$ cat config.mk
export PLATFORM = sky130hd
export DESIGN_NAME = reg_file_flat
export DESIGN_NICKNAME = d
export VERILOG_FILES = /design/src/logic/cpu_pkg.sv /design/src/logic/ctrl_if.sv /design/src/logic/reg_file.sv /design/src/flat_wrapper.sv
export VERILOG_INCLUDE_DIRS = /design/src /design/src/logic
export SDC_FILE = /design/constraint.sdc
export NUM_CORES = 1
export LEC_CHECK = 0
export ABC_AREA = 1
export BUFFER_PORTS_ARGS = -buffer_cell sky130_fd_sc_hd__buf_2
export CAP_MARGIN = 10
export CORE_UTILIZATION = 34
export DETAILED_ROUTE_END_ITERATION = 6
export GPL_TIMING_DRIVEN = 1
export PLACE_DENSITY = 0.54
export REMOVE_ABC_BUFFERS = 1
export SLEW_MARGIN = 15
export SYNTH_ARGS = -nofsm -noshare
export SYNTH_HDL_FRONTEND = slang
export SYNTH_SLANG_ARGS = --single-unit
$ cat constraint.sdc
create_clock -name clk -period 3.9 [get_ports clk]
set_input_delay 0.975 -clock clk [delete_from_list [all_inputs] [get_ports clk]]
set_output_delay 0.975 -clock clk [all_outputs]
set_load 0.05 [all_outputs]
$ cat src/logic/cpu_config.svh
`ifndef CPU_CONFIG_SVH
`define CPU_CONFIG_SVH

// Datapath sizing.
`define CPU_WORD_W 32          // Bus and register width.
`define CPU_NUM_REGS 32        // General registers.
`define CPU_REG_IDX_W 5        // Register index width.
`define CPU_REG_PC 31          // r31 is the program counter.

// Memory sizing.
`define CPU_MEM_WORDS 256      // Word depth of the MMU array.
`define CPU_MEM_ADDR_W 10      // Byte address width on load/store ports.

// Microcode address fields.
`define CPU_UADDR_W 12         // Condition, opcode and counter.
`define CPU_OPCODE_W 6         // Opcode field.
`define CPU_UCOUNT_W 5         // Micro-op counter field.
`define CPU_CTRL_DATA_W 6      // Literal in the control word.

`endif

$ cat src/logic/cpu_pkg.sv
`default_nettype none

`include "cpu_config.svh"

package cpu_pkg;

  typedef logic [`CPU_WORD_W-1:0]      word_t;       // Bus word.
  typedef logic [`CPU_REG_IDX_W-1:0]   reg_idx_t;    // Register index.
  typedef logic [`CPU_UCOUNT_W-1:0]    ucount_t;     // Micro-op count.
  typedef logic [`CPU_UADDR_W-1:0]     uaddr_t;      // Microcode address.
  typedef logic [`CPU_CTRL_DATA_W-1:0] ctrl_data_t;  // Control literal.
  typedef logic [`CPU_MEM_ADDR_W-1:0]  mem_addr_t;   // Byte address.

  typedef enum logic [`CPU_OPCODE_W-1:0] {
    OP_RESET = 6'd0,
    OP_FETCH = 6'd1,
    OP_LHU   = 6'd2,  // rD = zeroext(I).
    OP_ADDU  = 6'd3,  // rD = rS + zeroext(I).
    OP_ADD3  = 6'd4,  // rD = rA + rB.
    OP_SW    = 6'd5,  // mem[rD] = rS.
    OP_OR3   = 6'd6,  // rD = rA | rB.
    OP_LH    = 6'd7,  // rD = signext(I).
    OP_BEQ   = 6'd8,  // Branch relative when rA == rB.
    OP_LW    = 6'd9   // rD = mem[rS].
  } opcode_t;

  typedef enum logic [1:0] {
    REG_SEL_OPWORD0, REG_SEL_OPWORD1, REG_SEL_OPWORD2, REG_SEL_CONTROL
  } reg_sel_t;

  typedef enum logic [3:0] {
    OUT_NONE = 4'd0, OUT_REG = 4'd1, OUT_TMP0 = 4'd2, OUT_TMP1 = 4'd3,
    OUT_MMU = 4'd4, OUT_MLU = 4'd5, OUT_SHIFTER = 4'd6,
    OUT_CTRL_DATA = 4'd8, OUT_OPWORD_IMM = 4'd9  // 7 was the timer.
  } out_plane_t;

  typedef enum logic [2:0] {
    IN_NONE, IN_REG, IN_TMP0, IN_TMP1, IN_MMU, IN_OPWORD, IN_OPCODE
  } in_plane_t;

  typedef enum logic [2:0] {MLU_ADD, MLU_SUB, MLU_OR} mlu_op_t;

  typedef enum logic [1:0] {SHIFT_PASS, SHIFT_SIGNEXT16} shifter_plane_t;

  typedef enum logic [1:0] {
    COND_ZERO, COND_CARRY, COND_NEGATIVE, COND_INTERRUPT
  } cond_sel_t;

endpackage

`default_nettype wire

$ cat src/logic/ctrl_if.sv
`default_nettype none

interface ctrl_if;
  cpu_pkg::ctrl_data_t     ctrl_data;      // Literal for bus or register select.
  cpu_pkg::reg_sel_t       reg_sel;        // Register index source.
  cpu_pkg::out_plane_t     out_plane;      // Bus driver.
  cpu_pkg::in_plane_t      in_plane;       // Bus loader.
  logic                    reset_ucount;   // Ends the routine.
  cpu_pkg::mlu_op_t        mlu_op;
  logic                    mlu_carry;      // Carry into the MLU adder.
  cpu_pkg::shifter_plane_t shifter_plane;
  logic                    opcode_sel;     // 1 takes the opcode from the bus.
  cpu_pkg::cond_sel_t      cond_sel;       // Flag latched for the next step.

  modport rom (output ctrl_data, reg_sel, out_plane, in_plane, reset_ucount, mlu_op,
               mlu_carry, shifter_plane, opcode_sel, cond_sel);
  modport ctrl (input ctrl_data, in_plane, reset_ucount, opcode_sel, cond_sel);
  modport dp (input reg_sel, out_plane, in_plane, mlu_op, mlu_carry, shifter_plane,
              ctrl_data);
endinterface

`default_nettype wire

$ cat src/logic/reg_file.sv
`default_nettype none

`include "cpu_config.svh"

module reg_file (
  input  logic           clk,
  input  logic           rst_n,
  ctrl_if.dp             cw,
  input  cpu_pkg::word_t opword,
  input  cpu_pkg::word_t bus,
  output cpu_pkg::word_t reg_rdata
);

  cpu_pkg::word_t    regs [`CPU_NUM_REGS];
  cpu_pkg::reg_idx_t idx;  // Shared by read and write.

  always_comb begin
    case (cw.reg_sel)
      cpu_pkg::REG_SEL_OPWORD0: idx = opword[25:21];
      cpu_pkg::REG_SEL_OPWORD1: idx = opword[20:16];
      cpu_pkg::REG_SEL_OPWORD2: idx = opword[15:11];
      default:                  idx = cw.ctrl_data[`CPU_REG_IDX_W-1:0];  // Literal.
    endcase
  end

  assign reg_rdata = regs[idx];

  always_ff @(posedge clk) begin
    if (!rst_n) begin
      for (int i = 0; i < `CPU_NUM_REGS; i++) begin
        regs[i] <= '0;
      end
    end else if (cw.in_plane == cpu_pkg::IN_REG) begin
      regs[idx] <= bus;
    end
  end

endmodule

`default_nettype wire

$ cat src/flat_wrapper.sv
// flat-port wrapper written by rule: the top's interface ports become plain ports
module reg_file_flat 
  (clk, rst_n, opword, bus, reg_rdata, cw_reg_sel, cw_out_plane, cw_in_plane, cw_mlu_op, cw_mlu_carry, cw_shifter_plane, cw_ctrl_data);
  ctrl_if cw_i ();
  input  logic clk;
  input  logic rst_n;
  input  cpu_pkg::word_t opword;
  input  cpu_pkg::word_t bus;
  output cpu_pkg::word_t reg_rdata;
  input wire logic [$bits(cw_i.reg_sel)-1:0] cw_reg_sel;
  input wire logic [$bits(cw_i.out_plane)-1:0] cw_out_plane;
  input wire logic [$bits(cw_i.in_plane)-1:0] cw_in_plane;
  input wire logic [$bits(cw_i.mlu_op)-1:0] cw_mlu_op;
  input wire logic [$bits(cw_i.mlu_carry)-1:0] cw_mlu_carry;
  input wire logic [$bits(cw_i.shifter_plane)-1:0] cw_shifter_plane;
  input wire logic [$bits(cw_i.ctrl_data)-1:0] cw_ctrl_data;
  assign cw_i.reg_sel = cw_reg_sel;
  assign cw_i.out_plane = cw_out_plane;
  assign cw_i.in_plane = cw_in_plane;
  assign cw_i.mlu_op = cw_mlu_op;
  assign cw_i.mlu_carry = cw_mlu_carry;
  assign cw_i.shifter_plane = cw_shifter_plane;
  assign cw_i.ctrl_data = cw_ctrl_data;
  reg_file u_core (.clk(clk), .rst_n(rst_n), .cw(cw_i), .opword(opword), .bus(bus), .reg_rdata(reg_rdata));
endmodule
Word-level counts from Yosys, hierarchy flattened
Memories as Yosys holds them, arrays and structs flattened.
Cells that the tools add are included.
Storage, ports and cells
  register bits: 0
  latch bits: 0
  memory bits (writable): 1024
  memory bits (read-only): 0
  output and inout port bits: 32
  memories: 1
Operators by class
  $add $sub $neg: 0
  multiply operators: 0
  div/mod/pow operators: 0
  magnitude comparators: 0
  eq/ne operators: 3
  shifts and indexed selects: 0
  multiplexer cells: 8
  bitwise logic cells: 0
  reduce and logical (&&, ||, !) cells: 2
Memory list
  u_core.regs: words 32, bits a word 32, rd ports 1, clocked after Yosys merged registers in 0, write ports 32, RTL line reg_file.sv:14  | cpu_pkg::word_t regs [`CPU_NUM_REGS];
Operators by type and width (number)
  two-way mux 32 bit: 1
  OR reduction 32 bit: 1
  one-hot mux 5 bit (3 select lines): 1
  two-way mux 1 bit: 5
  two-way mux 5 bit: 1
  == test 3 x 1 -> 1 bit (second input constant): 1
  == test 2 x 1 -> 1 bit (second input constant): 1
  == test 2 bit (second input constant): 1
  logical NOT 2 bit: 1

Longest topological paths before layout
  depth after elaboration: 6
  depth in mapped cells: 14
  depth with buffers taken out: 13

Least setup slack after synthesis
Ideal clock, no wire load.
  path type: input to output
  start point: input cw_reg_sel[0]
  end point: output reg_rdata[2]
  data arrival time: 2.836 ns
  data required time: 2.925 ns
  slack: 0.089 ns
  stages on the path: 14
  path buffers: 3
  cells stage by stage: nor2_1 > nand2_1 > nand3_1 > buf_2 > clkbuf_1 > buf_1 > nand3_1 > nand2_1 > nand2_1 > nand2_1 > nand2_1 > nand2_1 > nor2_1 > nand2_1
Between the ends
  cells in the longest elaborated chain, start to end: 3
  elaborated cells on any way between the ends: 5
  classes of those cells: eq/ne (2); mux (1); reduce/logical (1); memory (1)
RTL lines
  from (decl): RTL line flat_wrapper.sv:10  | input wire logic [$bits(cw_i.reg_sel)-1:0] cw_reg_sel;
  == test 2 bit (tied with other cells): RTL line reg_file.sv:18  | case (cw.reg_sel)
  one-hot mux 5 bit (3 select lines) (*): RTL line reg_file.sv:18
  memory (32 x 32 bit) (*)
  to (decl): RTL line flat_wrapper.sv:9  | output cpu_pkg::word_t reg_rdata;
Every way passes the cells marked *; elsewhere a longest branch is shown, timed or not.

Worst setup path after layout
  start point: input cw_reg_sel[0]
  end point: output reg_rdata[0]
Same word-level chain as after synthesis.

==> metrics <==
buffers and inverters on the worst path 8; max capacitance violation total 0; antenna cells 0; gr usage total between 20% and 30%; H-tree depth 3; violated checks setup timing; worst min path class in2reg; largest net degree at the start of global routing 54; DR vias/cell 5.09; placer congestion estimate roughly 0.84; placed insts approximately 7300; CTS tree yes; CTS clk-pin slew, worst paths around 60 ps; core footprint approximately 140000 um2; Syn-to-layout area delta 24.8%; final hold viol count 0; top cell type by total area after synthesis edfxtp_1; post-route insts no fill between 7000 and 8000; Port Buffers 90; CP max stage delay 220 ps; io pins between 100 and 150; Initial Utilization between 30 and 40%; Top reg by flops u_core.regs; Worst-Margin Slew 689 ps; post-synthesis cell type count 14; Final Power 28.2 mW; 1st-iter DRT viols ~3900; Seq/Total Area, Yosys between 60% and 70%; HP Start bus[6]; crit-path max FO 7; die height approximately 380 um; Synth Register Bits 1024; arrival time worst endpoint about 3000 ps; fmax roughly 250 MHz; initial antenna violation count 1; post-route setup slack -142 ps; Routed WL around 160 mm; Final setup viols 32; clock buffer depth 3; Num CTS Buffers 112; crit-path cells buf_12 > nor2_2 > nand2_1 > nand2_1 > nor3_2 > buf_6 > buf_4 > buf_12 > nor2_4 > buf_6 > buf_4 > nand2_1 > nand2_1 > nor2_1 > nand2_1 > buf_12 > buf_12; CP max stage cell nor2_4; WP data required a little under 3000 ps; Multi-input gate area approximately 16000 um2; Setup CP Type in2out; max FFs per register 1024; vias after detailed routing between 30000 and 40000; Post-Synthesis Cells around 5400; global-route wire length before repair ~240 mm; final instance area about 60000 um2; fill count about 14000; # hold bufs at CTS 0; Sequential Area around 30000 um2; nets between 5000 and 6000; Crit path max-delay family buffers and inverters; top-area cell type share of the netlist area between 60 and 70%; share of layout cells above drive strength 1 between 15 and 20%; CP dominant cell by count nand2_1; status finished with violations; Regs by FF count u_core.regs (1024); area post-placement about 54000 um2; Critical Path Sink Type output pin; max_slew headroom 54.0%; antenna-violating nets left 0; vias in the first global route 37000; maximum vdd ir drop 0.375 mV; mapped cell area 48000 um2; Site Rows roughly 140; residual DRC count 0; die area 143000 um2; Sink Count 1024; synth warn 0; most frequent cells in the layout 2129 x nand2_1, 1038 x nor2_1, 1024 x edfxtp_1, 509 x nand3_1, 256 x buf_4; Remaining Overflow, GRT 0; final worst path period share 104%; RSZ-0062 raised after global routing yes; Post-Syn Area per Cell slightly below 9 um2; Chip Width about 380 um; most common cell after layout, fill and taps aside nand2_1; type of origin of the critical path input port; leakage power between 20 and 30 nW; Final min period 4040 ps; Critical path origin cw_reg_sel[0]; clock root buffer clkbuf_16; post-DP HPWL 94.6 mm; drt wl/cell ~21 um; final slew viol count 0; drt first pass iters 6; Synth area leaders edfxtp_1 64%, nand2_1 18%, nor2_1 8.6%, nand3_1 5.4%, clkbuf_1 2.7%; Cell Pwr Density about 470 nW/um2; Hold Slack 624 ps; Place WS -608 ps
==> final cells by class <==
class / instances / share of cell area [%]
clock buffers: 136 / 4.90
clock inverters: 66 / 0.918
inverters: 42 / 0.292
multi-input cells: 3928 / 27.4
flip-flops and latches: 1024 / 51.3
well taps: 1876 / 3.91
repair buffers: 549 / 11.3
repair inverters: 1 / 0.0146
==> report_power, final <==
group,total (mW),switching [mW],internal [mW]
clock,10.3,4.47,5.85
combinational,5.08,3.19,1.90
sequential,12.8,0.152,12.7
==> final timing paths <==
kind	end	slack, ps	depth (start not counted)
worst max-delay path	reg_rdata[0]	-140	17
worst min-delay path	u_core.regs[1][6]	620	3
==> synthesized netlist by cell type <==
cell,count
nand2_1,2296
nor2_1,1103
edfxtp_1,1024
nand3_1,517
clkbuf_1,349
buf_1,69
inv_1,39
buf_2,27
nor3_2,5
inv_2,3
nand4_1,2
o21ai_1,2
o21ai_0,1
or2_2,1
==> per-layer routing <==
metal	part of all wire (%)	wire length, um	GRT usage (%)	vias up
met3	7.8	12700	2.90	232
met2	47	76000	35.9	1563
met5	0	0	0	-
met1	43	70100	31.3	19000
li1	-	-	-	18000
met4	2.2	3540	5.98	0
==> metrics by stage <==
stage | TNS (ps) | util, %
6_report | -2510 | 42.9
5_1_grt | -4920 | 42.9
4_1_cts | -1530 | 42.2
3_5_place_dp | -14240 | 38.3
3_3_place_gp | -13780 | 38.3
2_1_floorplan | - | -
==> logic make-up (layout without fill, tap and decap cells) <==
family                 after synthesis  after routing  synth area share, %
AO/OA/AOI/OAI                        3              3               0.0312
AND/OR/NAND/NOR                   3924           3925                 32.1
flip-flops                        1024           1024                 64.0
buffers and inverters              487            794                 3.88
==> repair_timing <==
action	4_1_cts	5_1_grt
resized for setup	297	151
gates cloned	23	25
endpoints found under the setup margin	32	32
endpoints found under the hold margin	0	0
buffers inserted	30	13
pin swaps	53	87
No activity file was read; power rests on OpenSTA's default activity.
