[config.mk]
export PLATFORM = sky130hd
export DESIGN_NAME = control_logic_flat
export DESIGN_NICKNAME = d
export VERILOG_FILES = /design/src/logic/cpu_pkg.sv /design/src/logic/ctrl_if.sv /design/src/logic/control_logic.sv /design/src/flat_wrapper.sv
export VERILOG_INCLUDE_DIRS = /design/src /design/src/logic
export SDC_FILE = /design/constraint.sdc
export NUM_CORES = 1
export LEC_CHECK = 0
export BUFFER_PORTS_ARGS = -buffer_cell sky130_fd_sc_hd__clkbuf_2
export CORE_MARGIN = 1.5
export CORE_UTILIZATION = 25
export CTS_CLUSTER_SIZE = 25
export DETAILED_ROUTE_END_ITERATION = 8
export PLACE_DENSITY_LB_ADDON = 0.2
export SLEW_MARGIN = 20
export SYNTH_ARGS = -nofsm -noshare
export SYNTH_HDL_FRONTEND = slang
export SYNTH_SLANG_ARGS = --single-unit
[constraint.sdc]
create_clock -name clk -period 1.1 [get_ports clk]
set_clock_uncertainty 0.05 [all_clocks]
set_input_delay 0.22 -clock clk [delete_from_list [all_inputs] [get_ports clk]]
set_output_delay 0.22 -clock clk [all_outputs]
set_load 0.01 [all_outputs]
[src/logic/cpu_config.svh]
`ifndef CPU_CONFIG_SVH
`define CPU_CONFIG_SVH

// Datapath sizing.
`define CPU_WORD_W 32          // Bus and register width.
`define CPU_NUM_REGS 32        // General registers.
`define CPU_REG_IDX_W 5        // Register index width.
`define CPU_REG_PC 31          // r31 is the program counter.

// Memory sizing.
`define CPU_MEM_WORDS 256      // Word depth of the MMU array.
`define CPU_MEM_ADDR_W 10      // Byte address width on load/store ports.

// Microcode address fields.
`define CPU_UADDR_W 12         // Condition, opcode and counter.
`define CPU_OPCODE_W 6         // Opcode field.
`define CPU_UCOUNT_W 5         // Micro-op counter field.
`define CPU_CTRL_DATA_W 6      // Literal in the control word.

`endif

[src/logic/cpu_pkg.sv]
`default_nettype none

`include "cpu_config.svh"

package cpu_pkg;

  typedef logic [`CPU_WORD_W-1:0]      word_t;       // Bus word.
  typedef logic [`CPU_REG_IDX_W-1:0]   reg_idx_t;    // Register index.
  typedef logic [`CPU_UCOUNT_W-1:0]    ucount_t;     // Micro-op count.
  typedef logic [`CPU_UADDR_W-1:0]     uaddr_t;      // Microcode address.
  typedef logic [`CPU_CTRL_DATA_W-1:0] ctrl_data_t;  // Control literal.
  typedef logic [`CPU_MEM_ADDR_W-1:0]  mem_addr_t;   // Byte address.

  typedef enum logic [`CPU_OPCODE_W-1:0] {
    OP_RESET = 6'd0,
    OP_FETCH = 6'd1,
    OP_LHU   = 6'd2,  // rD = zeroext(I).
    OP_ADDU  = 6'd3,  // rD = rS + zeroext(I).
    OP_ADD3  = 6'd4,  // rD = rA + rB.
    OP_SW    = 6'd5,  // mem[rD] = rS.
    OP_OR3   = 6'd6,  // rD = rA | rB.
    OP_LH    = 6'd7,  // rD = signext(I).
    OP_BEQ   = 6'd8,  // Branch relative when rA == rB.
    OP_LW    = 6'd9   // rD = mem[rS].
  } opcode_t;

  typedef enum logic [1:0] {
    REG_SEL_OPWORD0, REG_SEL_OPWORD1, REG_SEL_OPWORD2, REG_SEL_CONTROL
  } reg_sel_t;

  typedef enum logic [3:0] {
    OUT_NONE = 4'd0, OUT_REG = 4'd1, OUT_TMP0 = 4'd2, OUT_TMP1 = 4'd3,
    OUT_MMU = 4'd4, OUT_MLU = 4'd5, OUT_SHIFTER = 4'd6,
    OUT_CTRL_DATA = 4'd8, OUT_OPWORD_IMM = 4'd9  // 7 was the timer.
  } out_plane_t;

  typedef enum logic [2:0] {
    IN_NONE, IN_REG, IN_TMP0, IN_TMP1, IN_MMU, IN_OPWORD, IN_OPCODE
  } in_plane_t;

  typedef enum logic [2:0] {MLU_ADD, MLU_SUB, MLU_OR} mlu_op_t;

  typedef enum logic [1:0] {SHIFT_PASS, SHIFT_SIGNEXT16} shifter_plane_t;

  typedef enum logic [1:0] {
    COND_ZERO, COND_CARRY, COND_NEGATIVE, COND_INTERRUPT
  } cond_sel_t;

endpackage

`default_nettype wire

[src/logic/ctrl_if.sv]
`default_nettype none

interface ctrl_if;
  cpu_pkg::ctrl_data_t     ctrl_data;      // Literal for bus or register select.
  cpu_pkg::reg_sel_t       reg_sel;        // Register index source.
  cpu_pkg::out_plane_t     out_plane;      // Bus driver.
  cpu_pkg::in_plane_t      in_plane;       // Bus loader.
  logic                    reset_ucount;   // Ends the routine.
  cpu_pkg::mlu_op_t        mlu_op;
  logic                    mlu_carry;      // Carry into the MLU adder.
  cpu_pkg::shifter_plane_t shifter_plane;
  logic                    opcode_sel;     // 1 takes the opcode from the bus.
  cpu_pkg::cond_sel_t      cond_sel;       // Flag latched for the next step.

  modport rom (output ctrl_data, reg_sel, out_plane, in_plane, reset_ucount, mlu_op,
               mlu_carry, shifter_plane, opcode_sel, cond_sel);
  modport ctrl (input ctrl_data, in_plane, reset_ucount, opcode_sel, cond_sel);
  modport dp (input reg_sel, out_plane, in_plane, mlu_op, mlu_carry, shifter_plane,
              ctrl_data);
endinterface

`default_nettype wire

[src/logic/control_logic.sv]
`default_nettype none

`include "cpu_config.svh"

module control_logic (
  input  logic            clk,
  input  logic            rst_n,
  input  cpu_pkg::word_t  bus,
  input  cpu_pkg::word_t  opword,
  input  logic            flag_zero,
  input  logic            flag_carry,
  input  logic            flag_negative,
  ctrl_if.ctrl            cw,
  output cpu_pkg::uaddr_t uaddr
);

  cpu_pkg::opcode_t opcode;       // Current routine.
  cpu_pkg::opcode_t opcode_next;
  cpu_pkg::ucount_t ucount;       // Step within the routine.
  logic             cond;         // Condition seen by the next step.
  logic             cond_next;

  always_comb begin
    case (cw.cond_sel)
      cpu_pkg::COND_ZERO:     cond_next = flag_zero;
      cpu_pkg::COND_CARRY:    cond_next = flag_carry;
      cpu_pkg::COND_NEGATIVE: cond_next = flag_negative;
      default:                cond_next = 1'b0;  // No interrupt source.
    endcase
  end

  assign opcode_next = cw.opcode_sel
      ? cpu_pkg::opcode_t'(bus[`CPU_OPCODE_W-1:0])                     // Fetch literal.
      : cpu_pkg::opcode_t'(opword[`CPU_WORD_W-1 -: `CPU_OPCODE_W]);  // Decoded op.

  always_ff @(posedge clk) begin
    if (!rst_n) begin
      opcode <= cpu_pkg::OP_RESET;
      ucount <= '0;
      cond   <= 1'b0;
    end else begin
      cond   <= cond_next;
      ucount <= cw.reset_ucount ? '0 : ucount + cpu_pkg::ucount_t'(1);
      if (cw.in_plane == cpu_pkg::IN_OPCODE) begin
        opcode <= opcode_next;
      end
    end
  end

  assign uaddr = {cond, opcode, ucount};

  // Longest routine is the taken BEQ.
  a_ucount_max: assert property (@(posedge clk) disable iff (!rst_n)
      ucount <= cpu_pkg::ucount_t'(8))
    else $error("control_logic: micro-op counter ran past 8");

  // The bus must carry the ROM literal when the opcode comes from it.
  a_opcode_literal: assert property (@(posedge clk) disable iff (!rst_n)
      (cw.in_plane == cpu_pkg::IN_OPCODE && cw.opcode_sel)
      |-> bus[`CPU_CTRL_DATA_W-1:0] == cw.ctrl_data)
    else $error("control_logic: bus does not carry the opcode literal");

endmodule

`default_nettype wire

[src/flat_wrapper.sv]
// flat-port wrapper written by rule: the top's interface ports become plain ports
module control_logic_flat 
  (clk, rst_n, bus, opword, flag_zero, flag_carry, flag_negative, uaddr, cw_ctrl_data, cw_in_plane, cw_reset_ucount, cw_opcode_sel, cw_cond_sel);
  ctrl_if cw_i ();
  input  logic clk;
  input  logic rst_n;
  input  cpu_pkg::word_t bus;
  input  cpu_pkg::word_t opword;
  input  logic flag_zero;
  input  logic flag_carry;
  input  logic flag_negative;
  output cpu_pkg::uaddr_t uaddr;
  input wire logic [$bits(cw_i.ctrl_data)-1:0] cw_ctrl_data;
  input wire logic [$bits(cw_i.in_plane)-1:0] cw_in_plane;
  input wire logic [$bits(cw_i.reset_ucount)-1:0] cw_reset_ucount;
  input wire logic [$bits(cw_i.opcode_sel)-1:0] cw_opcode_sel;
  input wire logic [$bits(cw_i.cond_sel)-1:0] cw_cond_sel;
  assign cw_i.ctrl_data = cw_ctrl_data;
  assign cw_i.in_plane = cw_in_plane;
  assign cw_i.reset_ucount = cw_reset_ucount;
  assign cw_i.opcode_sel = cw_opcode_sel;
  assign cw_i.cond_sel = cw_cond_sel;
  control_logic u_core (.clk(clk), .rst_n(rst_n), .bus(bus), .opword(opword), .flag_zero(flag_zero), .flag_carry(flag_carry), .flag_negative(flag_negative), .cw(cw_i), .uaddr(uaddr));
endmodule
# After elaboration in Yosys (flattened, before gate mapping)
# Cells that the tools add are included.
[word_totals] reg_bits=12 input_bits=82 output_inout_bits=12
[op_classes] add_sub_neg=1 eq_ne=3 muxes=2 bitwise=1 n_reduce_logical=2
[op_table] cell="two-way mux 6 bit" count=1
[op_table] cell="adder 5 x 1 -> 5 bit (second input constant)" count=1
[op_table] cell="equality test 3 bit (second input constant)" count=1
[op_table] cell="one-hot mux 1 bit (3 select lines)" count=1
[op_table] cell="equality test 2 x 1 -> 1 bit (second input constant)" count=1
[op_table] cell="equality test 2 bit (second input constant)" count=1
[op_table] cell="zero test 2 bit" count=1
[op_table] cell="OR reduction 2 bit" count=1
[op_table] cell="inverter 1 bit" count=1

# Depth between registers and ports, before layout
[logic_depth] depth_word=2 mapped_depth=4

# Worst setup path after synthesis
# No wires, ideal clock.
[synth_path] path_kind="register to register" start="reg u_core.ucount[0]" end="reg u_core.ucount[4]" setup_ns=0.118 t_arrival_ns=0.841 required_time_ns=0.932 slack_ns=0.091 path_stages_with_launch=5 cell_sequence="dfxtp_1 > ha_1 > nand3_1 > xor2_1 > nor2_1"
[synth_between] elab_chain_cells=1
[synth_rtl] item="from (decl)" line="control_logic.sv:19" text="cpu_pkg::ucount_t ucount;"
[synth_rtl] item="from (signal assigned)" line="control_logic.sv:43" text="ucount <= cw.reset_ucount ? '0 : ucount + cpu_pkg::ucount_t'(1);"
[synth_rtl] item="adder 5 x 1 -> 5 bit" line="control_logic.sv:43"
# No other way between the ends.
# A chain may end at the register's enable or synchronous reset.

# Final worst setup path
[layout_path] start="reg u_core.ucount[3]" end="out uaddr[3]"
[layout_rtl] item="to (decl)" line="flat_wrapper.sv:12" text="output cpu_pkg::uaddr_t uaddr;"
# No word-level cell between the ends.

==> impl_metrics.env <==
export IMPL_status="complete, no violations"
export IMPL_cp_arrival_ps=780
export IMPL_worstSkewPairLatency_ps=270
export IMPL_grt_total_usage=0.108
export IMPL_worstRegToRegCells=4
export IMPL_pin_count=94
export IMPL_slew_viol_final=0
export IMPL_max_cap_viol_count=0
export IMPL_fin_nets=172
export IMPL_reg2reg_setup_slack_ps=110
export IMPL_ys_types=17
export IMPL_die_area_mm2=0.00238
export IMPL_hold_path_class="in -> reg"
export IMPL_diodes=0
export IMPL_worstReg2RegEnd="u_core.ucount[4]$_SDFF_PP0_"
export IMPL_synth_warnings=0
export IMPL_avgRoutedWirePerCell_um=9.63
export IMPL_synth_top_cell_area_share=0.458
export IMPL_p_leak_uw=0.000452
export IMPL_start_util=0.267
export IMPL_reg2reg_from="u_core.ucount[0]$_SDFF_PP0_"
export IMPL_timing_final_crit_share=0.958
export IMPL_fin_cells=115
export IMPL_crit_chain="clkbuf_2"
export IMPL_fmax_mhz=949
export IMPL_cp_end_kind="output pin"
export IMPL_setup_viol=0
export IMPL_cts_buffers=3
export IMPL_hold_depth=2
export IMPL_cp_buffers_inverters=1
export IMPL_grt_max_degree=13
export IMPL_drive_gt1_frac=0.489
export IMPL_crit_start="u_core.ucount[3]$_SDFF_PP0_"
export IMPL_syn_inst=51
export IMPL_ys_ff_latch=12
export IMPL_nFillCells=215
export IMPL_regArea_um2=244
export IMPL_final_cell_area_um2=767
export IMPL_max_slew_worst_pin_slew_ps=204
export IMPL_slew_headroom=0.864
export IMPL_min_period_ps=1050
export IMPL_drtAntennaViolNets=0
export IMPL_rsz0062_at_grt="no"
export IMPL_netlist_area_um2=524
export IMPL_overflow=0
export IMPL_max_stage_delay_ps=370
export IMPL_place_area_um2=727
export IMPL_cts_tree="done"
export IMPL_viasPerCell=4.11
export IMPL_synth_nets=134
export IMPL_grt_pass1_wl_um=1950
export IMPL_cts_sinks=12
export IMPL_synth_area_leaders="dfxtp_1 46%, mux2i_1 13%, o211a_1 11%, nand2_1 4.3%, nor2_1 3.6%"
export IMPL_p_per_area_mw_per_mm2=1220
export IMPL_gp_congestion=0.662
export IMPL_drt_iter0_markers=0
export IMPL_fp_dieH_um=48.8
export IMPL_portBuffers=35
export IMPL_multi_input_area_um2=254
export IMPL_root_buffer="clkbuf_4"
export IMPL_core_area_mm2=0.00196
export IMPL_synth_avg_cell_area_um2=10.3
export IMPL_path_delay_family="flip-flops"
export IMPL_start_kind="register"
export IMPL_ys_seq_area_frac=0.458
export IMPL_row_count=16
export IMPL_syn2layout_area_growth_pct=46.3
export IMPL_clk_path_buf_depth=2
export IMPL_fin_tns_setup_ps=0
export IMPL_critical_path_class="reg -> out"
export IMPL_dpl_cell_count=111
export IMPL_htreeDepth=1
export IMPL_die_w_um=48.8
export IMPL_drc=0
export IMPL_dpl_hpwl_um=876
export IMPL_antenna_found_initial=0
export IMPL_crit_fanout=3
export IMPL_clk_pin_slew_worst_paths_ps=80
export IMPL_finalWirelength_um=1110
export IMPL_holdCritStartpoint="rst_n"
export IMPL_peakVddDrop_v=0.000507
export IMPL_first_global_vias=476
export IMPL_cp_slowest_cell="dfxtp_1"
export IMPL_crit_required_ps=830
export IMPL_yosysTopAreaCell="dfxtp_1"
export IMPL_hold_viol=0
export IMPL_drtPass1Iterations=1
export IMPL_post_cts_buffers=0
export IMPL_vias=473
export IMPL_hold_end="u_core.opcode[5]$_SDFFE_PN0N_"
-- cell usage after synthesis, drive strengths merged --
library cell	count
xnor2	1
dfxtp	12
o21ai	1
ha	1
nand2b	1
nand3	2
inv	1
nand3b	1
nand2	6
and2	1
and3b	1
o211a	6
mux2i	7
buf	3
nor2	5
xor2	2
-- cell usage in the layout (no fill, tap or decap), types with 2 or more instances in the layout --
cell,synthesis,routed
xor2_1,2,2
nand2_1,6,6
o211a_1,6,6
clkbuf_4,0,3
nor2_1,5,5
mux2i_1,7,7
nand3_1,2,2
dfxtp_1,12,9
clkbuf_2,0,35
dfxtp_2,0,3
-- how the worst max path moves through the flow --
| stage | endpoint | cells after the start |
|---|---|---|
| after floorplan | u_core.ucount[4]$_SDFF_PP0_ | 4 |
| after global placement | u_core.opcode[3]$_SDFFE_PN0N_ | 5 |
| after detailed placement | u_core.opcode[0]$_SDFFE_PN0N_ | 5 |
| after CTS | uaddr[0] | 1 |
| after global routing | uaddr[3] | 1 |
| final | uaddr[3] | 1 |
-- cell type report --
class / instances / area share
timing repair buffer: 36 / 0.254
sequential: 12 / 0.318
tap: 27 / 0.0440
clock buffer: 4 / 0.0473
multi-input combinational: 35 / 0.331
inverter: 1 / 0.00489
-- flip-flops by register name (all words and copies together), names as in the netlist --
register       cells
u_core.opcode      6
u_core.ucount      5
u_core.cond        1
-- metrics by stage --
stage                     hold slack, ps  worst slack (ps)  power, µW   util
final                                220              46.1        938  0.391
after detailed placement             404              86.8        600  0.371
after global routing                 228             0.478        993  0.391
after global placement               397              91.8        599  0.371
after CTS                            226              21.4        955  0.390
after floorplan                      292              91.0        534      -
-- cell families after synthesis --
family / synth area share
mux: 0.134
flops: 0.458
buf+inv: 0.0573
simple gates: 0.153
compound gates: 0.124
xor+xnor: 0.0501
fa+ha+maj: 0.0239
-- power by group --
part / internal [µW] / switching [µW] / total (µW)
combinational: 72.8 / 54.4 / 127
clock: 201 / 148 / 349
sequential: 452 / 9.81 / 462
-- per-layer routing --
layer / routed length (µm) / part of all wire / GRT usage
met4: 36 / 0.032 / 0.100
met5: 0 / 0 / 0
met1: 564 / 0.51 / 0.129
met3: 81 / 0.073 / 0.0153
met2: 425 / 0.38 / 0.167
-- repair_timing --
item | 4_1_cts | 5_1_grt
pin swaps | 0 | 0
hold buffers | 0 | 0
resized for setup | 1 | 2
endpoints found under the setup margin | 1 | 3
(Power assumes the default switching activity.)
