**src/logic/cpu_config.svh**
```systemverilog
`ifndef CPU_CONFIG_SVH
`define CPU_CONFIG_SVH

// Datapath sizing.
`define CPU_WORD_W 32          // Bus and register width.
`define CPU_NUM_REGS 32        // General registers.
`define CPU_REG_IDX_W 5        // Register index width.
`define CPU_REG_PC 31          // r31 is the program counter.

// Memory sizing.
`define CPU_MEM_WORDS 256      // Word depth of the MMU array.
`define CPU_MEM_ADDR_W 10      // Byte address width on load/store ports.

// Microcode address fields.
`define CPU_UADDR_W 12         // Condition, opcode and counter.
`define CPU_OPCODE_W 6         // Opcode field.
`define CPU_UCOUNT_W 5         // Micro-op counter field.
`define CPU_CTRL_DATA_W 6      // Literal in the control word.

`endif

```
**src/logic/cpu_pkg.sv**
```systemverilog
`default_nettype none

`include "cpu_config.svh"

package cpu_pkg;

  typedef logic [`CPU_WORD_W-1:0]      word_t;       // Bus word.
  typedef logic [`CPU_REG_IDX_W-1:0]   reg_idx_t;    // Register index.
  typedef logic [`CPU_UCOUNT_W-1:0]    ucount_t;     // Micro-op count.
  typedef logic [`CPU_UADDR_W-1:0]     uaddr_t;      // Microcode address.
  typedef logic [`CPU_CTRL_DATA_W-1:0] ctrl_data_t;  // Control literal.
  typedef logic [`CPU_MEM_ADDR_W-1:0]  mem_addr_t;   // Byte address.

  typedef enum logic [`CPU_OPCODE_W-1:0] {
    OP_RESET = 6'd0,
    OP_FETCH = 6'd1,
    OP_LHU   = 6'd2,  // rD = zeroext(I).
    OP_ADDU  = 6'd3,  // rD = rS + zeroext(I).
    OP_ADD3  = 6'd4,  // rD = rA + rB.
    OP_SW    = 6'd5,  // mem[rD] = rS.
    OP_OR3   = 6'd6,  // rD = rA | rB.
    OP_LH    = 6'd7,  // rD = signext(I).
    OP_BEQ   = 6'd8,  // Branch relative when rA == rB.
    OP_LW    = 6'd9   // rD = mem[rS].
  } opcode_t;

  typedef enum logic [1:0] {
    REG_SEL_OPWORD0, REG_SEL_OPWORD1, REG_SEL_OPWORD2, REG_SEL_CONTROL
  } reg_sel_t;

  typedef enum logic [3:0] {
    OUT_NONE = 4'd0, OUT_REG = 4'd1, OUT_TMP0 = 4'd2, OUT_TMP1 = 4'd3,
    OUT_MMU = 4'd4, OUT_MLU = 4'd5, OUT_SHIFTER = 4'd6,
    OUT_CTRL_DATA = 4'd8, OUT_OPWORD_IMM = 4'd9  // 7 was the timer.
  } out_plane_t;

  typedef enum logic [2:0] {
    IN_NONE, IN_REG, IN_TMP0, IN_TMP1, IN_MMU, IN_OPWORD, IN_OPCODE
  } in_plane_t;

  typedef enum logic [2:0] {MLU_ADD, MLU_SUB, MLU_OR} mlu_op_t;

  typedef enum logic [1:0] {SHIFT_PASS, SHIFT_SIGNEXT16} shifter_plane_t;

  typedef enum logic [1:0] {
    COND_ZERO, COND_CARRY, COND_NEGATIVE, COND_INTERRUPT
  } cond_sel_t;

endpackage

`default_nettype wire

```
**src/logic/ctrl_if.sv**
```systemverilog
`default_nettype none

interface ctrl_if;
  cpu_pkg::ctrl_data_t     ctrl_data;      // Literal for bus or register select.
  cpu_pkg::reg_sel_t       reg_sel;        // Register index source.
  cpu_pkg::out_plane_t     out_plane;      // Bus driver.
  cpu_pkg::in_plane_t      in_plane;       // Bus loader.
  logic                    reset_ucount;   // Ends the routine.
  cpu_pkg::mlu_op_t        mlu_op;
  logic                    mlu_carry;      // Carry into the MLU adder.
  cpu_pkg::shifter_plane_t shifter_plane;
  logic                    opcode_sel;     // 1 takes the opcode from the bus.
  cpu_pkg::cond_sel_t      cond_sel;       // Flag latched for the next step.

  modport rom (output ctrl_data, reg_sel, out_plane, in_plane, reset_ucount, mlu_op,
               mlu_carry, shifter_plane, opcode_sel, cond_sel);
  modport ctrl (input ctrl_data, in_plane, reset_ucount, opcode_sel, cond_sel);
  modport dp (input reg_sel, out_plane, in_plane, mlu_op, mlu_carry, shifter_plane,
              ctrl_data);
endinterface

`default_nettype wire

```
**src/logic/datapath.sv**
```systemverilog
`default_nettype none

`include "cpu_config.svh"

module datapath (
  input  logic           clk,
  input  logic           rst_n,
  ctrl_if.dp             cw,
  input  cpu_pkg::word_t reg_rdata,
  input  cpu_pkg::word_t mem_rdata,
  output cpu_pkg::word_t bus,
  output cpu_pkg::word_t opword,
  output cpu_pkg::word_t tmp0,
  output logic           flag_zero,
  output logic           flag_carry,
  output logic           flag_negative
);

  cpu_pkg::word_t tmp1;
  cpu_pkg::word_t mlu_result;
  cpu_pkg::word_t shifter_out;

  mlu u_mlu (
    .op           (cw.mlu_op),
    .carry_in     (cw.mlu_carry),
    .a            (tmp0),
    .b            (tmp1),
    .result       (mlu_result),
    .flag_zero    (flag_zero),
    .flag_carry   (flag_carry),
    .flag_negative(flag_negative)
  );

  assign shifter_out = (cw.shifter_plane == cpu_pkg::SHIFT_SIGNEXT16)
      ? {{(`CPU_WORD_W-16){tmp0[15]}}, tmp0[15:0]}  // Sign extend from bit 15.
      : tmp0;

  always_comb begin
    case (cw.out_plane)
      cpu_pkg::OUT_REG:        bus = reg_rdata;
      cpu_pkg::OUT_TMP0:       bus = tmp0;
      cpu_pkg::OUT_TMP1:       bus = tmp1;
      cpu_pkg::OUT_MMU:        bus = mem_rdata;
      cpu_pkg::OUT_MLU:        bus = mlu_result;
      cpu_pkg::OUT_SHIFTER:    bus = shifter_out;
      cpu_pkg::OUT_CTRL_DATA:  bus = cpu_pkg::word_t'(cw.ctrl_data);  // Zero extended.
      cpu_pkg::OUT_OPWORD_IMM: bus = cpu_pkg::word_t'(opword[15:0]);  // Zero extended.
      default:                 bus = '0;                             // Idle bus reads zero.
    endcase
  end

  // Opword feeds decode, so it starts clean.
  always_ff @(posedge clk) begin
    if (!rst_n) begin
      opword <= '0;
    end else if (cw.in_plane == cpu_pkg::IN_OPWORD) begin
      opword <= bus;
    end
  end

  always_ff @(posedge clk) begin
    if (cw.in_plane == cpu_pkg::IN_TMP0) begin
      tmp0 <= bus;
    end
    if (cw.in_plane == cpu_pkg::IN_TMP1) begin
      tmp1 <= bus;
    end
  end

endmodule

`default_nettype wire

```
**src/logic/mlu.sv**
```systemverilog
`default_nettype none

`include "cpu_config.svh"

module mlu (
  input  cpu_pkg::mlu_op_t op,
  input  logic             carry_in,
  input  cpu_pkg::word_t   a,
  input  cpu_pkg::word_t   b,
  output cpu_pkg::word_t   result,
  output logic             flag_zero,
  output logic             flag_carry,
  output logic             flag_negative
);

  logic [`CPU_WORD_W:0] sum;  // Extra bit holds the carry.

  always_comb begin
    case (op)
      cpu_pkg::MLU_ADD: sum = {1'b0, a} + {1'b0, b} + carry_in;
      cpu_pkg::MLU_SUB: sum = {1'b0, a} + {1'b0, ~b} + carry_in;  // Two's complement.
      default:          sum = {1'b0, a | b};                       // No carry out.
    endcase
  end

  assign result        = sum[`CPU_WORD_W-1:0];
  assign flag_carry    = sum[`CPU_WORD_W];
  assign flag_zero     = (result == '0);
  assign flag_negative = result[`CPU_WORD_W-1];

endmodule

`default_nettype wire

```
**src/flat_wrapper.sv**
```systemverilog
// flat-port wrapper written by rule: the top's interface ports become plain ports
module datapath_flat 
  (clk, rst_n, reg_rdata, mem_rdata, bus, opword, tmp0, flag_zero, flag_carry, flag_negative, cw_reg_sel, cw_out_plane, cw_in_plane, cw_mlu_op, cw_mlu_carry, cw_shifter_plane, cw_ctrl_data);
  ctrl_if cw_i ();
  input  logic clk;
  input  logic rst_n;
  input  cpu_pkg::word_t reg_rdata;
  input  cpu_pkg::word_t mem_rdata;
  output cpu_pkg::word_t bus;
  output cpu_pkg::word_t opword;
  output cpu_pkg::word_t tmp0;
  output logic flag_zero;
  output logic flag_carry;
  output logic flag_negative;
  input wire logic [$bits(cw_i.reg_sel)-1:0] cw_reg_sel;
  input wire logic [$bits(cw_i.out_plane)-1:0] cw_out_plane;
  input wire logic [$bits(cw_i.in_plane)-1:0] cw_in_plane;
  input wire logic [$bits(cw_i.mlu_op)-1:0] cw_mlu_op;
  input wire logic [$bits(cw_i.mlu_carry)-1:0] cw_mlu_carry;
  input wire logic [$bits(cw_i.shifter_plane)-1:0] cw_shifter_plane;
  input wire logic [$bits(cw_i.ctrl_data)-1:0] cw_ctrl_data;
  assign cw_i.reg_sel = cw_reg_sel;
  assign cw_i.out_plane = cw_out_plane;
  assign cw_i.in_plane = cw_in_plane;
  assign cw_i.mlu_op = cw_mlu_op;
  assign cw_i.mlu_carry = cw_mlu_carry;
  assign cw_i.shifter_plane = cw_shifter_plane;
  assign cw_i.ctrl_data = cw_ctrl_data;
  datapath u_core (.clk(clk), .rst_n(rst_n), .cw(cw_i), .reg_rdata(reg_rdata), .mem_rdata(mem_rdata), .bus(bus), .opword(opword), .tmp0(tmp0), .flag_zero(flag_zero), .flag_carry(flag_carry), .flag_negative(flag_negative));
endmodule
```
**config.mk**
```make
export PLATFORM = sky130hd
export DESIGN_NAME = datapath_flat
export DESIGN_NICKNAME = d
export VERILOG_FILES = /design/src/logic/cpu_pkg.sv /design/src/logic/ctrl_if.sv /design/src/logic/datapath.sv /design/src/logic/mlu.sv /design/src/flat_wrapper.sv
export VERILOG_INCLUDE_DIRS = /design/src /design/src/logic
export SDC_FILE = /design/constraint.sdc
export NUM_CORES = 1
export LEC_CHECK = 0
export ABC_AREA = 1
export BUFFER_PORTS_ARGS = -buffer_cell sky130_fd_sc_hd__buf_2
export CORE_MARGIN = 2
export CORE_UTILIZATION = 60
export CTS_BUF_LIST = sky130_fd_sc_hd__clkbuf_4
export DETAILED_ROUTE_END_ITERATION = 8
export HOLD_SLACK_MARGIN = 0.08
export PLACE_DENSITY = 0.95
export SYNTH_ARGS = -nofsm -noshare
export SYNTH_HDL_FRONTEND = slang
export SYNTH_HIERARCHICAL = 1
export SYNTH_SLANG_ARGS = --single-unit
```
**constraint.sdc**
```tcl
create_clock -name clk -period 5.85 [get_ports clk]
set_clock_uncertainty 0.15 [all_clocks]
set_input_delay 0.8775 -clock clk [delete_from_list [all_inputs] [get_ports clk]]
set_output_delay 0.8775 -clock clk [all_outputs]
set_load 0.01 [all_outputs]
```
==> After elaboration in Yosys (flattened, before gate mapping) <==
Cells that the tools add are included.
{ "word_totals": {"reg_bits": 96, "in_bits": 87, "out_inout_bits": 99, "wordCells": 27} }
{ "op_classes": {"n_addsub": 4, "eq_ne": 13, "muxes": 3, "n_bitwise": 2, "reduce_logical": 2} }
{ "ops": {"columns": ["op", "n"], "rows": [
  ["$pmux W32 S8", 1],
  ["$add A32 B32 Y33", 2],
  ["$add A33 B1 Y33", 2],
  ["$pmux W33 S2", 1],
  ["$logic_not A32 Y1", 1],
  ["$mux W32", 1],
  ["$not A32 Y32", 1],
  ["$or A32 B32 Y32", 1],
  ["$eq A4 B3 Y1 const B", 3],
  ["$eq A4 B2 Y1 const B", 2],
  ["$eq A4 B4 Y1 const B", 2],
  ["$eq A3 B2 Y1 const B", 2],
  ["$eq A4 B1 Y1 const B", 1],
  ["$eq A3 B1 Y1 const B", 1],
  ["$eq A3 B3 Y1 const B", 1],
  ["$logic_not A3 Y1", 1],
  ["$eq A2 B1 Y1 const B", 1]
]} }

==> Longest topological paths before layout <==
Gate-level depths: netlist of run 1.
{ "depth": {"ltp_word": 5, "mapped_depth": 24, "mapped_depth_nobuf": 23} }

==> Cells and area by module <==
The synthesis of run 1 kept the hierarchy.
{ "by_module_without_submodules": {"columns": ["mod", "instances", "cells_each", "area_per_inst_um2", "seq_area_each_um2"], "rows": [
  ["mlu", 1, 1276, 6488.7, 0.0],
  ["datapath", 1, 766, 5422.7, 2562.5]
]} }

==> Worst setup path after synthesis of run 1 <==
No wires, ideal clock.
{ "synth_path": {"kind": "input to output", "from": "input port cw_mlu_carry", "to": "output port flag_zero", "t_arrival_ns": 2.883, "t_required_ns": 4.823, "setup_slack_ns": 1.940, "path_stages": 18, "n_path_buf": 0, "cell_sequence": "inv_1 -> fa_1 -> fa_1 -> inv_1 -> nand3_1 -> nand3_2 -> nand2_1 -> nand3_2 -> nand2_1 -> nand2_1 -> nand2_1 -> nand2_1 -> nor2_1 -> nor2_1 -> nand3_1 -> nor2_1 -> nand2_1 -> nor2_1"} }
{ "synth_via": {"elab_chain_cells": 3, "word_cells_on_any_way": 4, "cone_classes": "add/sub (2); mux (1); reduce/logical (1)"} }
{ "synth_lines": {"columns": ["item", "line", "source"], "rows": [
  ["start: declaration", "flat_wrapper.sv:19", "input wire logic [$bits(cw_i.mlu_carry)-1:0] cw_mlu_carry;"],
  ["$add A33 B1 Y33, on equally long branches", "mlu.sv:21, mlu.sv:20", null],
  ["$pmux W33 S2 *", "mlu.sv:19", "case (op)"],
  ["$logic_not A32 Y1 *", "mlu.sv:28", "assign flag_zero = (result == '0);"],
  ["end: declaration", "flat_wrapper.sv:12", "output logic flag_zero;"]
]} }
Every way passes the cells marked *; elsewhere a longest branch is shown, timed or not.

==> Final worst setup path of run 1 <==
{ "layout_path": {"from": "register u_core.tmp0[0]", "to": "output port flag_zero"} }
{ "layout_via": {"elab_chain_cells": 4, "word_cells_on_any_way": 7, "cone_classes": "add/sub (4); mux (1); bitwise (1); reduce/logical (1)"} }
{ "layout_lines": {"columns": ["item", "line", "source"], "rows": [
  ["start: declaration", "datapath.sv:13", "output cpu_pkg::word_t tmp0,"],
  ["start signal: assignment", "datapath.sv:63", "tmp0 <= bus;"],
  ["$add A32 B32 Y33, on equally long branches", "mlu.sv:21, mlu.sv:20", null],
  ["$add A33 B1 Y33, on equally long branches", "mlu.sv:21, mlu.sv:20", null],
  ["$pmux W33 S2 *", "mlu.sv:19", null],
  ["$logic_not A32 Y1 *", "mlu.sv:28", null]
]} }
Marked as above.

==> results.json, run 1 <==
{
  "status": "completed",
  "crit_fanout": 4,
  "place_congestion": 1.03,
  "top_layer_used": "met4",
  "crit_required_ps": 4820,
  "cp.buffers_inverters": 3,
  "ys_types": 37,
  "clockBufferDepth": 2,
  "overflow": 0,
  "worst_setup_path_end_kind": "output port",
  "cts_resized": 0,
  "grt_max_degree": 64,
  "drv_slew": 0,
  "r2r-start": "u_core/tmp0[0]",
  "synthMuxAreaShare_pct": 0.0840,
  "max_slew_margin_pct": 20.8,
  "avgSynthCellArea_um2": 5.83,
  "route.detailed.drc": 0,
  "cts_sinks": 96,
  "wl_met3_um": 5020,
  "grt_pass1_wl_um": 65600,
  "power.density_mw_per_mm2": 142,
  "crit_family": "simple AND/OR/NAND/NOR gates",
  "grt_usage_pct": 38.9,
  "num_vias": 13792,
  "cp.arrival_ps": 3970,
  "fp.coreArea_mm2": 0.0195,
  "start_util_pct": 61.2,
  "dp_cells": 2423,
  "period_share_pct": 85.4,
  "wl_per_cell_um": 17.2,
  "period_needed_ps": 4990,
  "clock_latency_ps": 470,
  "max_freq_mhz": 200,
  "drv_cap": 0,
  "cts_max_level": 3,
  "syn-cell-area_mm2": 0.0119,
  "crit_path_start": "u_core/tmp0[0]",
  "cts_setup_buffers": 0,
  "tightest_slew_ps": 1190,
  "reg2reg_depth": 21,
  "synth_top_family_by_area": "simple AND/OR/NAND/NOR gates",
  "yosys.area_share.xor_xnor_pct": 0,
  "rows": 51,
  "yosys.area_share.adder_pct": 11.2,
  "setup_viol": 0,
  "r2r_slack_ps": 2150,
  "via_per_inst": 5.65,
  "startpoint_type": "flip-flop",
  "tritoncts": "yes",
  "fin_setup_tns_ps": 0,
  "wl_um": 42000,
  "syn-num-nets": 2233,
  "r2r_end": "u_core/tmp1[30]",
  "dieArea_mm2": 0.0210,
  "hold_violations": 0,
  "path_depth": 21,
  "synth-compound-area-share_pct": 4.28,
  "cpMostUsedCell": "nand2_1",
  "io_buffers": 183,
  "root_buffer": "clkbuf_4",
  "synth.ff_latch_count": 96,
  "cts_buffers": 9,
  "ys_seq_area_share_pct": 21.5,
  "chipWidth_um": 145,
  "min_path_type": "flip-flop to flip-flop",
  "layout.nets": 2360,
  "die_y_um": 145,
  "critPathCapture": "flag_zero",
  "place_hpwl_um": 33200,
  "synth_cells": 2042,
  "p_leak_uw": 0.00757,
  "drtAntennaViolNets": 0,
  "critical_path.max_stage_delay_ps": 510,
  "dr.pass1.iters": 8,
  "path_clk_slew_ps": 150,
  "crit_chain": "inv_1, fa_1, inv_1, fa_1, nand3_1, nand2_1, nand2_1, nand2_2, nand2_1, nand2_1, nand2_1, nand2_1, nand2_1, nand3_1, nand2_1, nor2_1, nand3_1, nor2_1, nand2_1, nor2_1, buf_2",
  "io_pins": 186,
  "slowest_stage": "edfxtp_1",
  "rsz0062_at_grt": "false",
  "antenna_found_initial": 1,
  "ys_warn_count": 6,
  "areaGrowthSynthToFinish_pct": 9.07,
  "post_synth_and_or_nand_nor_area_fraction_pct": 48.0,
  "drt_iter0_markers": 1929,
  "holdBufCountCts": 0,
  "fin_cells": 2440,
  "wl_met2_um": 18200,
  "ir_worst_vdd_uv": 252,
  "path_class": "flip-flop to output port",
  "m1WireLength_um": 17400,
  "final_layout_size_suffix_gt1_share_pct": 14.3,
  "grt_pass1_vias": 12445
}
==> synthesized netlist by cell type <==
cell type | n | area share [%]
nand4_1 | 16 | 0.84
and2_1 | 3 | 0.16
nor3_1 | 10 | 0.42
nand2_4 | 1 | 0.095
buf_1 | 5 | 0.16
a21oi_1 | 47 | 2.0
inv_2 | 11 | 0.35
a21oi_2 | 2 | 0.15
clkinv_1 | 1 | 0.031
clkbuf_1 | 13 | 0.41
clkbuf_8 | 1 | 0.12
buf_2 | 34 | 1.4
inv_1 | 341 | 11
buf_6 | 2 | 0.19
nor2_1 | 251 | 7.9
o21bai_1 | 13 | 0.82
nor2_2 | 16 | 0.84
o21ai_1 | 2 | 0.084
o211ai_1 | 3 | 0.19
or2_2 | 28 | 1.5
nor3_4 | 1 | 0.14
ha_1 | 100 | 11
mux2i_1 | 1 | 0.084
fa_1 | 4 | 0.67
nand3_2 | 12 | 1.0
or2_0 | 1 | 0.053
o21ai_0 | 23 | 0.97
clkbuf_2 | 1 | 0.042
nand3_1 | 327 | 14
nand2_2 | 17 | 0.89
o21bai_2 | 1 | 0.095
buf_4 | 24 | 1.5
nor2_4 | 5 | 0.47
nand2_1 | 628 | 20
edfxtp_1 | 64 | 16
nand3_4 | 1 | 0.15
dfxtp_1 | 32 | 5.4
==> through the flow <==
step | hold WS (ps) | util (%) | power [uW] | setup slack (ps) | area, um2
CTS | 421 | 66.7 | 1820 | 975 | 13000
global placement | 389 | 65.9 | 1400 | 1160 | 12800
global route | 462 | 66.8 | 1920 | 664 | 13000
finish | 425 | 66.8 | 1840 | 857 | 13000
floorplan | 422 | - | 1210 | 1940 | 11900
detailed placement | 389 | 65.9 | 1410 | 1140 | 12800
==> per-layer routing <==
layer / up-vias / global-route usage (%)
li1: 6578 / -
met1: 6218 / 56.2
met2: 879 / 60.8
met3: 117 / 4.81
met4: 0 / 12.0
met5: - / 0
==> power breakdown <==
part	switching (uW)	total (uW)	internal [uW]	leakage (uW)
logic	431	628	197	0.00662
clock network	240	420	180	0.0000923
registers	34.6	792	757	0.000863
total	705	1840	1130	0.00757
==> registers in the layout, summed over array words and instances (netlist names) <==
| signal | flops |
|---|---|
| u_core/tmp1 | 32 |
| u_core/opword | 32 |
| u_core/tmp0 | 32 |
==> placed cells by master, fill, tap and decap left out, drive strengths merged, types with 3 or more instances in the layout <==
master / netlist / layout
dfxtp: 32 / 32
ha: 100 / 100
fa: 4 / 4
and2: 3 / 3
nor3: 11 / 11
nand2: 646 / 646
clkbuf: 15 / 9
o21ai: 25 / 25
o211ai: 3 / 3
edfxtp: 64 / 64
a21oi: 49 / 49
inv: 352 / 356
o21bai: 14 / 14
nor2: 272 / 272
nand3: 340 / 340
nand4: 16 / 16
buf: 65 / 196
or2: 29 / 29
==> cell families (layout without fill, tap and decap cells) <==
group,count (synthesis),count (layout)
flops,96,96
other cells,0,1
buf+inv,433,565
fa+ha+maj,104,104
compound gates,91,91
simple gates,1317,1317
mux,1,1
==> final cells by class <==
type / count / area, um2
antenna: 1 / 2.50
clock buffer: 9 / 67.6
clock inverter: 7 / 101
fill: 1871 / 6470
inverter: 353 / 1330
multi-input combinational: 1513 / 7590
sequential: 96 / 2560
tap: 265 / 332
timing repair buffer: 196 / 1010
==> worst min path at each step <==
stage | startpoint | end | slack (ps) | cells past startpoint
3_5_place_dp | u_core/opword[31] | u_core/opword[31] | 390 | 4
6_report | u_core/opword[31] | u_core/opword[31] | 420 | 4
2_1_floorplan | u_core/opword[1] | u_core/opword[1] | 420 | 4
5_1_grt | u_core/opword[22] | u_core/opword[22] | 460 | 4
4_1_cts | u_core/opword[31] | u_core/opword[31] | 420 | 4
3_3_place_gp | u_core/opword[19] | u_core/opword[19] | 390 | 4
==> worst reg2reg max path, delay by kind of cell, from the launching register on <==
family | cells | cell delay [ps]
flops | 1 | 510
buf+inv | 4 | 450
simple gates | 15 | 1600
fa+ha+maj | 2 | 760
Note: power is estimated with default switching activity, not from simulation.
==> run 2: changes to the inputs <==
--- a/config.mk
+++ b/config.mk
@@ -13,6 +13,7 @@
 export CTS_BUF_LIST = sky130_fd_sc_hd__clkbuf_4
 export DETAILED_ROUTE_END_ITERATION = 8
 export HOLD_SLACK_MARGIN = 0.08
+export MAX_ROUTING_LAYER = met4
 export PLACE_DENSITY = 0.95
 export SYNTH_ARGS = -nofsm -noshare
 export SYNTH_HDL_FRONTEND = slang
==> results.json, run 2 (synthesized netlist as in run 1, its figures left out) <==
{
  "status": "completed",
  "m1WireLength_um": 17500,
  "clockBufferDepth": 2,
  "tightest_slew_ps": 1340,
  "utilization_pct": 66.7,
  "postLayoutCellArea_mm2": 0.0130,
  "startpoint_type": "flip-flop",
  "max_freq_mhz": 200,
  "period_share_pct": 85.6,
  "areaGrowthSynthToFinish_pct": 8.94,
  "place_congestion": 1.05,
  "hold_violations": 0,
  "pwr-share-seq_pct": 44.7,
  "grt_pass1_wl_um": 66000,
  "cts_max_level": 3,
  "crit_family": "simple AND/OR/NAND/NOR gates",
  "cts_buffers": 9,
  "crit_chain": "inv_1, fa_1, inv_1, fa_1, nand3_1, nand2_1, nand2_1, nand2_2, nand2_1, nand2_1, nand2_1, nand2_1, nand2_1, nand3_1, nand2_1, nor2_1, nand3_1, nor2_1, nand2_1, nor2_1, buf_2",
  "p_leak_uw": 0.00756,
  "dr.pass1.iters": 6,
  "crit_required_ps": 4820,
  "cts_sinks": 96,
  "die_y_um": 145,
  "via_per_inst": 5.66,
  "grt_usage_pct": 40.3,
  "power_uw": 1770,
  "place_hpwl_um": 33800,
  "fin_cells": 2441,
  "layout.nets": 2361,
  "wl_met3_um": 5380,
  "period_needed_ps": 5010,
  "dp_cells": 2424,
  "grt_pass1_vias": 12543,
  "overflow": 0,
  "top_layer_used": "met4",
  "cpMostUsedCell": "nand2_1",
  "setup_viol": 0,
  "start_util_pct": 61.2,
  "ir_worst_vdd_uv": 231,
  "path_clk_slew_ps": 170,
  "min_path_type": "flip-flop to flip-flop",
  "root_buffer": "clkbuf_4",
  "wl_um": 42800,
  "route.detailed.drc": 0,
  "cts_resized": 0,
  "final_layout_size_suffix_gt1_share_pct": 14.3,
  "fin_setup_tns_ps": 0,
  "crit_fanout": 4,
  "final_cell_mix": "nand2_1 (628), inv_1 (341), nand3_1 (327), nor2_1 (248), buf_2 (183)",
  "internal_power_uw": 1050,
  "clockPowerShare_pct": 19.6,
  "cts_setup_buffers": 0,
  "io_buffers": 183,
  "power.density_mw_per_mm2": 137,
  "drv_cap": 0,
  "p_switching_uw": 721,
  "num_vias": 13817,
  "rows": 51,
  "path_class": "flip-flop to output port",
  "holdBufCountCts": 0,
  "switching_share_pct": 40.7,
  "max_slew_margin_pct": 10.8,
  "drt_iter0_markers": 1750,
  "grt_max_degree": 51,
  "antenna_found_initial": 1,
  "clock_latency_ps": 470,
  "rsz0062_at_grt": "false",
  "dieArea_mm2": 0.0210,
  "worst_setup_path_end_kind": "output port",
  "drv_slew": 0,
  "wl_met2_um": 18500,
  "slowest_stage": "edfxtp_1",
  "critical_path.max_stage_delay_ps": 530,
  "combinationalPowerShare_pct": 35.7,
  "reg.largest.list": "u_core/opword: 32 flops, u_core/tmp0: 32 flops, u_core/tmp1: 32 flops",
  "cp.arrival_ps": 3980,
  "final_common_cell": "nand2_1",
  "drtAntennaViolNets": 0,
  "wl_per_cell_um": 17.5,
  "tritoncts": "yes",
  "io_pins": 186,
  "cp.buffers_inverters": 3,
  "chipWidth_um": 145,
  "dpl_cell_area_mm2": 0.0128,
  "fp.coreArea_mm2": 0.0195
}
-- run 2: stage by stage --
step / hold WS, ps / worst slack, ps
after global routing: 459 / 625
after detailed placement: 398 / 1090
final: 436 / 841
after global placement: 388 / 1100
after floorplan: 422 / 1940
after CTS: 436 / 885
-- run 2: tightest hold or removal path: stages (launching register included) --
cell and delay (ps):
dfxtp_1 340, nor2_1 90, nor2_1 40, nand2_1 60, inv_1 30
-- run 2: area by class of cell --
type / count / area [um2]
antenna: 1 / 2.50
clock buffer: 9 / 67.6
clock inverter: 7 / 66.3
fill: 1813 / 6490
inverter: 353 / 1330
multi-input combinational: 1513 / 7590
sequential: 96 / 2560
tap: 265 / 332
timing repair buffer: 197 / 1030
-- run 2: final timing paths --
kind                     start           endpoint  slack, ps  cells after the start
max reg2reg     u_core/tmp1[0]    u_core/tmp1[30]       2140                     21
min reg2reg  u_core/opword[31]  u_core/opword[31]        440                      4
max             u_core/tmp1[0]          flag_zero        840                     21
min          u_core/opword[31]  u_core/opword[31]        440                      4
-- run 2: routing by layer --
metal | up-vias | track usage [%]
met3 | 120 | 5.60
met5 | - | -
met2 | 985 | 61.1
met1 | 6139 | 56.0
li1 | 6573 | -
met4 | 0 | 12.8
-- run 2: power groups by stage --
stage,sequential [uW],clock [uW],combinational [uW]
floorplan,801,0,410
finish,792,348,633
CTS,790,349,614
global placement,803,0,599
global route,794,373,692
detailed placement,805,0,611
